[src/rs_pkg.sv]
`default_nettype none

package rs_pkg;

    // Field widths used across the scheduler
    localparam int PREG_W      = 6;
    localparam int OPCODE_W    = 4;
    localparam int FUNIT_W     = 2;
    localparam int ENTRY_IDX_W = 3;

    // Largest bank that the entry index can address
    localparam int MAX_RS_ENTRIES = 1 << ENTRY_IDX_W;

    // Physical register tag for 64 physical registers
    typedef logic [PREG_W-1:0] preg_t;

    // Operation code passed through to the functional unit
    typedef logic [OPCODE_W-1:0] opcode_t;

    // Functional-unit class of an instruction
    typedef logic [FUNIT_W-1:0] funit_t;

    // Entry position inside one bank
    typedef logic [ENTRY_IDX_W-1:0] entry_idx_t;

    // Class codes accepted by the banks
    // Every other code finds no owning bank and is refused
    localparam funit_t FUNIT_ALU  = 2'd0;
    localparam funit_t FUNIT_MULT = 2'd1;

endpackage

`default_nettype wire

[src/rs_bank.sv]
`timescale 1ns/1ps
`default_nettype none

module rs_bank import rs_pkg::*; #(
    parameter int     NUM_ENTRIES = 4,
    parameter funit_t BANK_UNIT   = FUNIT_ALU
) (
    input  logic                   clock,
    input  logic                   reset,

    // Allocation request, shared by all banks
    input  logic                   allocate,
    input  funit_t                 funit,
    input  opcode_t                opcode,
    input  preg_t                  dest_tag,
    input  preg_t                  src1_tag,
    input  logic                   src1_ready,
    input  preg_t                  src2_tag,
    input  logic                   src2_ready,
    output logic                   alloc_ok,

    // Result bus broadcast
    input  logic                   update,
    input  preg_t                  ready_tag,

    // Per-entry release from the functional units
    input  logic [NUM_ENTRIES-1:0] free,
    output logic                   full,

    // Issue candidate and grant from the selector
    input  logic                   grant,
    output logic                   issuable,
    output entry_idx_t             issue_entry,
    output preg_t                  issue_dest,
    output opcode_t                issue_opcode
);

    // Bank size has to fit the entry index
    if (NUM_ENTRIES < 1 || NUM_ENTRIES > MAX_RS_ENTRIES) begin : g_size_check
        $error("rs_bank NUM_ENTRIES out of range");
    end

    // Control state per entry
    logic [NUM_ENTRIES-1:0] busy;
    logic [NUM_ENTRIES-1:0] issued;

    // Operand readiness per entry
    logic [NUM_ENTRIES-1:0] src1_rdy;
    logic [NUM_ENTRIES-1:0] src2_rdy;

    // Stored instruction fields
    preg_t   dest_q    [NUM_ENTRIES];
    preg_t   src1_tag_q[NUM_ENTRIES];
    preg_t   src2_tag_q[NUM_ENTRIES];
    opcode_t opcode_q  [NUM_ENTRIES];

    logic       class_match;
    logic       free_found;
    entry_idx_t free_idx;
    logic       alloc_src1_rdy;
    logic       alloc_src2_rdy;

    // Only this bank's class is accepted here
    assign class_match = (funit == BANK_UNIT);
    assign alloc_ok    = allocate && class_match && free_found;

    // Full once every entry holds an instruction
    assign full = &busy;

    // Snoop the result bus on the allocation cycle so no wakeup slips by
    assign alloc_src1_rdy = src1_ready || (update && (src1_tag == ready_tag));
    assign alloc_src2_rdy = src2_ready || (update && (src2_tag == ready_tag));

    // Lowest free entry for allocation
    always_comb begin
        free_found = 1'b0;
        free_idx   = '0;
        for (int i = 0; i < NUM_ENTRIES; i++) begin
            if (!busy[i] && !free_found) begin
                free_found = 1'b1;
                free_idx   = entry_idx_t'(i);
            end
        end
    end

    // Lowest entry that is busy, not yet issued and has both operands
    always_comb begin
        issuable     = 1'b0;
        issue_entry  = '0;
        issue_dest   = '0;
        issue_opcode = '0;
        for (int i = 0; i < NUM_ENTRIES; i++) begin
            if (busy[i] && !issued[i] && src1_rdy[i] && src2_rdy[i] && !issuable) begin
                issuable     = 1'b1;
                issue_entry  = entry_idx_t'(i);
                issue_dest   = dest_q[i];
                issue_opcode = opcode_q[i];
            end
        end
    end

    // Busy and issued flags
    always_ff @(posedge clock) begin
        if (reset) begin
            busy   <= '0;
            issued <= '0;
        end else begin
            for (int i = 0; i < NUM_ENTRIES; i++) begin
                // Selector granted this bank its current candidate
                if (grant && issuable && (issue_entry == entry_idx_t'(i))) begin
                    issued[i] <= 1'b1;
                end

                if (free[i]) begin
                    busy[i] <= 1'b0;
                end

                // Allocation only targets idle entries, so it wins over a stray free
                if (alloc_ok && (free_idx == entry_idx_t'(i))) begin
                    busy[i]   <= 1'b1;
                    issued[i] <= 1'b0;
                end
            end
        end
    end

    // Entry payload and operand readiness
    always_ff @(posedge clock) begin
        for (int i = 0; i < NUM_ENTRIES; i++) begin
            // Wakeup from the result bus
            if (update && busy[i]) begin
                if (src1_tag_q[i] == ready_tag) begin
                    src1_rdy[i] <= 1'b1;
                end
                if (src2_tag_q[i] == ready_tag) begin
                    src2_rdy[i] <= 1'b1;
                end
            end

            if (alloc_ok && (free_idx == entry_idx_t'(i))) begin
                dest_q[i]     <= dest_tag;
                opcode_q[i]   <= opcode;
                src1_tag_q[i] <= src1_tag;
                src2_tag_q[i] <= src2_tag;
                src1_rdy[i]   <= alloc_src1_rdy;
                src2_rdy[i]   <= alloc_src2_rdy;
            end
        end
    end

endmodule

`default_nettype wire

[src/issue_select.sv]
`timescale 1ns/1ps
`default_nettype none

module issue_select import rs_pkg::*; (
    input  logic       clock,
    input  logic       reset,

    // Execute stage accepts an instruction this cycle
    input  logic       issue_enable,

    // Allocation results from the banks
    input  logic       alu_alloc_ok,
    input  logic       mult_alloc_ok,

    // ALU bank candidate
    input  logic       alu_issuable,
    input  entry_idx_t alu_entry,
    input  preg_t      alu_dest,
    input  opcode_t    alu_opcode,

    // Multiply bank candidate
    input  logic       mult_issuable,
    input  entry_idx_t mult_entry,
    input  preg_t      mult_dest,
    input  opcode_t    mult_opcode,

    // Grants back to the banks
    output logic       alu_grant,
    output logic       mult_grant,

    // Allocation response
    output logic       done,

    // Issued instruction
    output logic       issue_valid,
    output funit_t     issue_unit,
    output entry_idx_t issue_entry,
    output preg_t      issue_dest,
    output opcode_t    issue_opcode
);

    // Fixed priority with ALU ahead of multiply
    assign alu_grant  = issue_enable && alu_issuable;
    assign mult_grant = issue_enable && !alu_issuable && mult_issuable;

    // Done pulse and issue valid
    always_ff @(posedge clock) begin
        if (reset) begin
            done        <= 1'b0;
            issue_valid <= 1'b0;
        end else begin
            // At most one bank owns a class, so at most one can accept
            done        <= alu_alloc_ok || mult_alloc_ok;
            issue_valid <= alu_grant || mult_grant;
        end
    end

    // Fields of the granted candidate
    always_ff @(posedge clock) begin
        if (alu_grant) begin
            issue_unit   <= FUNIT_ALU;
            issue_entry  <= alu_entry;
            issue_dest   <= alu_dest;
            issue_opcode <= alu_opcode;
        end else if (mult_grant) begin
            issue_unit   <= FUNIT_MULT;
            issue_entry  <= mult_entry;
            issue_dest   <= mult_dest;
            issue_opcode <= mult_opcode;
        end
    end

endmodule

`default_nettype wire

[src/rs_top.sv]
`timescale 1ns/1ps
`default_nettype none

module rs_top import rs_pkg::*; #(
    parameter int NUM_ALU_ENTRIES  = 4,
    parameter int NUM_MULT_ENTRIES = 2
) (
    input  logic                        clock,
    input  logic                        reset,

    // Allocation from dispatch
    input  logic                        allocate,
    input  funit_t                      funit,
    input  opcode_t                     opcode,
    input  preg_t                       dest_tag,
    input  preg_t                       src1_tag,
    input  logic                        src1_ready,
    input  preg_t                       src2_tag,
    input  logic                        src2_ready,
    output logic                        done,

    // Result bus
    input  logic                        update,
    input  preg_t                       ready_tag,

    // Issue
    input  logic                        issue_enable,
    output logic                        issue_valid,
    output funit_t                      issue_unit,
    output entry_idx_t                  issue_entry,
    output preg_t                       issue_dest,
    output opcode_t                     issue_opcode,

    // Occupancy and release
    output logic                        alu_full,
    output logic                        mult_full,
    input  logic [NUM_ALU_ENTRIES-1:0]  free_alu,
    input  logic [NUM_MULT_ENTRIES-1:0] free_mult
);

    logic       alu_alloc_ok;
    logic       alu_issuable;
    entry_idx_t alu_entry;
    preg_t      alu_dest;
    opcode_t    alu_opcode;
    logic       alu_grant;

    logic       mult_alloc_ok;
    logic       mult_issuable;
    entry_idx_t mult_entry;
    preg_t      mult_dest;
    opcode_t    mult_opcode;
    logic       mult_grant;

    rs_bank #(
        .NUM_ENTRIES (NUM_ALU_ENTRIES),
        .BANK_UNIT   (FUNIT_ALU)
    ) i_alu_bank (
        .clock        (clock),
        .reset        (reset),
        .allocate     (allocate),
        .funit        (funit),
        .opcode       (opcode),
        .dest_tag     (dest_tag),
        .src1_tag     (src1_tag),
        .src1_ready   (src1_ready),
        .src2_tag     (src2_tag),
        .src2_ready   (src2_ready),
        .alloc_ok     (alu_alloc_ok),
        .update       (update),
        .ready_tag    (ready_tag),
        .free         (free_alu),
        .full         (alu_full),
        .grant        (alu_grant),
        .issuable     (alu_issuable),
        .issue_entry  (alu_entry),
        .issue_dest   (alu_dest),
        .issue_opcode (alu_opcode)
    );

    rs_bank #(
        .NUM_ENTRIES (NUM_MULT_ENTRIES),
        .BANK_UNIT   (FUNIT_MULT)
    ) i_mult_bank (
        .clock        (clock),
        .reset        (reset),
        .allocate     (allocate),
        .funit        (funit),
        .opcode       (opcode),
        .dest_tag     (dest_tag),
        .src1_tag     (src1_tag),
        .src1_ready   (src1_ready),
        .src2_tag     (src2_tag),
        .src2_ready   (src2_ready),
        .alloc_ok     (mult_alloc_ok),
        .update       (update),
        .ready_tag    (ready_tag),
        .free         (free_mult),
        .full         (mult_full),
        .grant        (mult_grant),
        .issuable     (mult_issuable),
        .issue_entry  (mult_entry),
        .issue_dest   (mult_dest),
        .issue_opcode (mult_opcode)
    );

    issue_select i_issue_select (
        .clock         (clock),
        .reset         (reset),
        .issue_enable  (issue_enable),
        .alu_alloc_ok  (alu_alloc_ok),
        .mult_alloc_ok (mult_alloc_ok),
        .alu_issuable  (alu_issuable),
        .alu_entry     (alu_entry),
        .alu_dest      (alu_dest),
        .alu_opcode    (alu_opcode),
        .mult_issuable (mult_issuable),
        .mult_entry    (mult_entry),
        .mult_dest     (mult_dest),
        .mult_opcode   (mult_opcode),
        .alu_grant     (alu_grant),
        .mult_grant    (mult_grant),
        .done          (done),
        .issue_valid   (issue_valid),
        .issue_unit    (issue_unit),
        .issue_entry   (issue_entry),
        .issue_dest    (issue_dest),
        .issue_opcode  (issue_opcode)
    );

endmodule

`default_nettype wire

[config.mk]
export PLATFORM = sky130hd
export DESIGN_NAME = rs_top
export DESIGN_NICKNAME = d
export VERILOG_FILES = /design/src/rs_pkg.sv /design/src/rs_bank.sv /design/src/issue_select.sv /design/src/rs_top.sv
export SDC_FILE = /design/constraint.sdc
export NUM_CORES = 1
export LEC_CHECK = 0
export BUFFER_PORTS_ARGS = -buffer_cell sky130_fd_sc_hd__buf_2
export CELL_PAD_IN_SITES_DETAIL_PLACEMENT = 0
export CELL_PAD_IN_SITES_GLOBAL_PLACEMENT = 1
export CORE_AREA = 5 5 128 130
export CTS_CLUSTER_DIAMETER = 100
export DETAILED_ROUTE_END_ITERATION = 7
export DIE_AREA = 0 0 133 135
export GPL_ROUTABILITY_DRIVEN = 0
export PLACE_DENSITY_LB_ADDON = 0.1
export SLEW_MARGIN = 20
export SYNTH_ARGS = -nofsm -noshare
export SYNTH_HDL_FRONTEND = slang
export SYNTH_HIERARCHICAL = 1
export SYNTH_SLANG_ARGS = --single-unit
[constraint.sdc]
create_clock -name clock -period 2.4 [get_ports clock]
set_clock_uncertainty 0.15 [all_clocks]
set_input_delay 0.36 -clock clock [delete_from_list [all_inputs] [get_ports clock]]
set_output_delay 0.36 -clock clock [all_outputs]
set_load 0.1 [all_outputs]
After elaboration in Yosys (flattened, before gate mapping) --
Memory sizes are Yosys's and may differ from the RTL's. Index checks and enable logic that the tools add are counted.
Word-level totals: register bits after elaboration 40, bits in writable memories 132, input bits 43, output and inout bits 19, word-level logic and storage cells 349, memories 8
Operators by class: eq/ne operators 23, multiplexer cells 146, reduce and logical (&&, ||, !) cells 142
Memories:
- i_alu_bank.dest_q | words 4, bits a word 6, read ports 4, clocked after Yosys merged registers in 0, wr ports 1, line rs_bank.sv:52 | preg_t dest_q [NUM_ENTRIES];
- i_alu_bank.src1_tag_q | words 4, bits a word 6, read ports 4, clocked after Yosys merged registers in 0, wr ports 1, line rs_bank.sv:53 | preg_t src1_tag_q[NUM_ENTRIES];
- i_alu_bank.src2_tag_q | words 4, bits a word 6, read ports 4, clocked after Yosys merged registers in 0, wr ports 1, line rs_bank.sv:54 | preg_t src2_tag_q[NUM_ENTRIES];
- i_alu_bank.opcode_q | words 4, bits a word 4, read ports 4, clocked after Yosys merged registers in 0, wr ports 1, line rs_bank.sv:55 | opcode_t opcode_q [NUM_ENTRIES];
- i_mult_bank.dest_q | words 2, bits a word 6, read ports 2, clocked after Yosys merged registers in 0, wr ports 1, line rs_bank.sv:52
- i_mult_bank.src1_tag_q | words 2, bits a word 6, read ports 2, clocked after Yosys merged registers in 0, wr ports 1, line rs_bank.sv:53
- 2 more memories
Operator list (count):
- $mux 6 | 20
- $mux 1 | 96
- $eq 6x6->1 | 14
- $reduce_or 6->1 | 12
- $logic_and 1x1->1 | 55
- $reduce_bool 2->1 | 25
- $mux 4 | 12
- $mux 2 | 14
- $reduce_and 2->1 | 13
- $logic_not 1->1 | 17
- $reduce_or 4->1 | 4
- $logic_not 3->1 | 4
- $mux 3 | 4
- $reduce_or 2->1 | 6
- $eq 3x1->1 const B | 2
- $eq 3x2->1 const B | 2
- $eq 2x1->1 const B | 2
- $eq 2x2->1 const B | 2
- $logic_or 1x1->1 | 4
- $reduce_and 4->1 | 1
- $logic_not 2->1 | 1
- $eq 1x1->1 const B | 1

Logic depth before layout (Yosys ltp) --
depth after elaboration 19, depth in mapped cells 10, gate-level depth less buffers 7

Cells and area by module --
Netlist, hierarchy kept.
By module, submodules not included:
- rs_bank at i_alu_bank | instances 1, cells each 299, area an instance 4370.4 µm², sequential area each 3042.9 µm²
- rs_bank at i_mult_bank | instances 1, cells each 172, area an instance 2321.0 µm², sequential area each 1521.5 µm²
- issue_select | instances 1, cells each 42, area an instance 701.9 µm², sequential area each 450.4 µm²

Least setup slack after synthesis --
No wires, ideal clock.
kind reg2out, start point register i_alu_bank.busy[0], end point output alu_full, arrival time 1.793 ns, data required time 1.890 ns, slack 0.097 ns, stages on the path, launching flop included 4, path buffers 1, cell sequence dfxtp_1 -> buf_6 -> nand3_1 -> nor2_1
Between the ends: longest elaborated chain between the ends 1
RTL lines:
- from (decl) | line rs_bank.sv:44 | logic [NUM_ENTRIES-1:0] busy;
- from (signal assigned) | line rs_bank.sv:105 | busy <= '0;
- from (signal, indexed assignment) | line rs_bank.sv:115 | busy[i] <= 1'b0;
- from (signal, indexed assignment) | line rs_bank.sv:120 | busy[i] <= 1'b1;
- $reduce_and 4->1 | line rs_bank.sv:68 | assign full = &busy;
- to (decl) | line rs_top.sv:35 | output logic alu_full,
No other way between the ends.

Worst setup path after layout --
Ends and elaborated chain as after synthesis.

==> impl_metrics.json <==
{
  "p_seq_frac": 0.506,
  "min_period_over_period": 0.921,
  "cts_resized": 0,
  "end_kind": "output pin",
  "vias": 4258,
  "final-setup-viol-count": 0,
  "cts-root-buf": "clkbuf_16",
  "ant_nets": 0,
  "combPwrFrac": 0.057,
  "critPathKind": "reg -> out",
  "utilization": 0.576,
  "p_per_area_nw_per_um2": 756,
  "drt-pass1-iter-count": 4,
  "gr-total-overflow": 0,
  "slew_headroom": 0.581,
  "drc": 0,
  "tightest_slew_ns": 0.629,
  "place_ws_ns": 0.277,
  "layout_min_cycle_time_ns": 2.21,
  "swShare": 0.209,
  "clkPwrFrac": 0.437,
  "hold_violations": 0,
  "grt_max_degree": 26,
  "track_usage": 0.188,
  "status": "finished, final reports clean",
  "grt_pass1_vias": 4419,
  "hp-class": "in -> reg",
  "row_count": 45,
  "ys_seq_area_frac": 0.678,
  "syn2layout_area_growth_pct": 17.1,
  "avgSynthCellArea_sq_um": 14.4,
  "ys_types": 49,
  "ys.warnings.count": 6,
  "htreeDepth": 4,
  "vdd_drop_max_mv": 0.462,
  "grt_pass1_wl_um": 25000,
  "cap_violations": 0,
  "p_int_mw": 5.18,
  "crit_path_start_kind": "register",
  "fin_area_sq_um": 8660,
  "rsz0062_at_grt": "no",
  "nNetsFinal": 641,
  "fmax_ghz": 0.452,
  "drt-total-wl_um": 16000,
  "clkLatencyLatePin_ns": 0.43,
  "die_w_um": 133,
  "p_leak_nw": 3.04,
  "cts_hold_buf": 0,
  "avgViaCountPerCell": 5.33,
  "clock_path_buffers": 2,
  "antenna_found_initial": 0,
  "final_layout_size_suffix_gt1_frac": 0.244,
  "crit_fanout": 9,
  "die_area_sq_um": 18000,
  "critPathRequiredTime_ns": 1.89,
  "ios": 62,
  "clkTransAtPathRegs_ns": 0.07,
  "cts_sinks": 172,
  "drv_slew": 0,
  "cts_setup_buffers": 0,
  "start_util": 0.492,
  "p_sw_mw": 1.37,
  "ys_ff_latch": 172,
  "synth_cells": 513,
  "routedWlPerCell_um": 20.1,
  "design.core.area_sq_um": 15000,
  "placed_area_sq_um": 8040,
  "portBuffers": 60,
  "antenna-diode-count": 0,
  "first_iter_violations": 303,
  "hpwl_um": 11300,
  "setup_tns_ns": 0,
  "die_h_um": 135,
  "arrival_ns": 1.70,
  "cts-buffers-inserted": 17,
  "cts_tree": "done",
  "fin_ws_ns": 0.189,
  "syn-cell-area_sq_um": 7390
}
==> layout by cell type, fill, tap and decap left out, drive strengths merged, types with 2 or more instances in the layout <==
| cell | synthesis | layout |
|---|---|---|
| or3 | 2 | 2 |
| a31oi | 3 | 3 |
| mux2 | 13 | 13 |
| o21ai | 25 | 25 |
| a22oi | 4 | 4 |
| xor2 | 25 | 25 |
| nand4b | 5 | 5 |
| nor3 | 8 | 8 |
| a21oi | 10 | 10 |
| a41oi | 2 | 2 |
| o211ai | 4 | 4 |
| dfxtp | 15 | 15 |
| nand3 | 11 | 11 |
| inv | 8 | 12 |
| nor2b | 2 | 2 |
| edfxtp | 157 | 157 |
| xnor2 | 71 | 71 |
| and4b | 4 | 4 |
| nor2 | 21 | 21 |
| a221oi | 8 | 8 |
| conb | 3 | 4 |
| nand4 | 14 | 14 |
| bufinv | 0 | 4 |
| nand2b | 6 | 6 |
| clkbuf | 0 | 18 |
| nand2 | 41 | 41 |
| o22ai | 2 | 2 |
| o41ai | 5 | 5 |
| and2 | 7 | 7 |
| buf | 27 | 92 |
| clkinv | 1 | 6 |
==> cell type report <==
class                      count  area [sq um]
sequential                   172          5010
inverter                       9          38.8
clock buffer                  18           429
fill                        1190          6370
timing repair buffer          92           578
multi-input combinational    306          2170
tap                          188           235
clock inverter                14           190
==> sequential cells by signal (all words and copies together), names as in the netlist, 4 cells and up <==
| register | count |
|---|---|
| i_issue_select/issue_opcode | 4 |
| i_alu_bank/src1_tag_q | 24 |
| i_mult_bank/src1_tag_q | 12 |
| i_mult_bank/opcode_q | 8 |
| i_issue_select/issue_dest | 6 |
| i_alu_bank/opcode_q | 16 |
| i_alu_bank/src2_rdy | 4 |
| i_alu_bank/dest_q | 24 |
| i_alu_bank/issued | 4 |
| i_mult_bank/dest_q | 12 |
| i_alu_bank/src1_rdy | 4 |
| i_mult_bank/src2_tag_q | 12 |
| i_alu_bank/busy | 4 |
| i_alu_bank/src2_tag_q | 24 |
==> per-stage QoR <==
stage | cells | hold slack [ns] | total power [mW]
after CTS | 799 | 0.0110 | 6.62
after global placement | 767 | 0.332 | 3.75
after global routing | 799 | 0.0153 | 6.79
final | 799 | 0.0290 | 6.55
after detailed placement | 767 | 0.338 | 3.75
after floorplan | 514 | 0.272 | 3.60
==> cells by family (layout without fill, tap and decap cells) <==
kind of cell | Yosys count | after routing | share of synthesized area
buffers and inverters | 36 | 133 | 0.0288
DFF | 172 | 172 | 0.678
and+or+nand+nor | 126 | 126 | 0.0921
other | 3 | 4 | 0.00152
xor gates and xnor gates | 96 | 96 | 0.114
muxes | 14 | 14 | 0.0257
AOI/OAI and AO/OA | 66 | 66 | 0.0599
==> worst paths after layout <==
check | startpoint | endpoint | slack, ns | depth (start not counted)
hold / removal | issue_enable | i_issue_select/issue_unit[0] | 0.03 | 2
setup / recovery | i_alu_bank/busy[0] | alu_full | 0.19 | 4
setup reg to reg | i_alu_bank/issued[1] | i_issue_select/issue_dest[1] | 0.30 | 6
hold reg to reg | i_alu_bank/issued[3] | i_alu_bank/issued[3] | 0.35 | 2
==> power groups by stage <==
stage	Clock, mW	Sequential (mW)	Combinational (mW)
final	2.86	3.31	0.370
after global routing	3.07	3.31	0.400
after CTS	2.93	3.31	0.376
after detailed placement	0	3.38	0.375
after global placement	0	3.38	0.371
after floorplan	0	3.42	0.189
==> synth_stat cells, drive strengths merged <==
cell | n | area [sq um]
a21oi | 10 | 53.8
nand3b | 1 | 20.0
or2 | 1 | 6.26
mux2i | 1 | 10.0
nor2b | 2 | 12.5
a41oi | 2 | 17.5
conb | 3 | 11.3
nand2 | 41 | 156
o22ai | 2 | 12.5
nand2b | 6 | 37.5
o211ai | 4 | 40.0
o21a | 1 | 7.51
a31oi | 3 | 18.8
xnor2 | 71 | 622
nand4b | 5 | 43.8
buf | 27 | 174
o21ai | 25 | 129
and3 | 1 | 6.26
and2 | 7 | 43.8
a221oi | 8 | 70.1
nor3 | 8 | 45.0
xor2 | 25 | 219
a211oi | 1 | 7.51
a22oi | 4 | 35.0
a21o | 1 | 7.51
mux2 | 13 | 180
dfxtp | 15 | 300
and4b | 4 | 40.0
nor4 | 1 | 21.3
edfxtp | 157 | 4710
inv | 8 | 30.0
or3 | 2 | 12.5
nand4 | 14 | 87.6
or3b | 1 | 11.3
clkinv | 1 | 8.76
nor2 | 21 | 81.3
o41ai | 5 | 43.8
nand3 | 11 | 55.1
==> worst max-delay path: stages (launching register included) <==
cell and delay [ns]:
dfxtp_1 0.33, buf_4 0.18, nand3_1 0.10, nor2_1 0.20
buf_2 0.47
==> routing by layer <==
| metal | track usage | routed length (um) | vias to the layer above |
|---|---|---|---|
| met1 | 0.226 | 6720 | 2104 |
| met2 | 0.332 | 8360 | 85 |
| met3 | 0.0410 | 588 | 26 |
| met5 | 0 | 0 | - |
| li1 | - | - | 2043 |
| met4 | 0.0710 | 352 | 0 |
(Power assumes the default switching activity.)
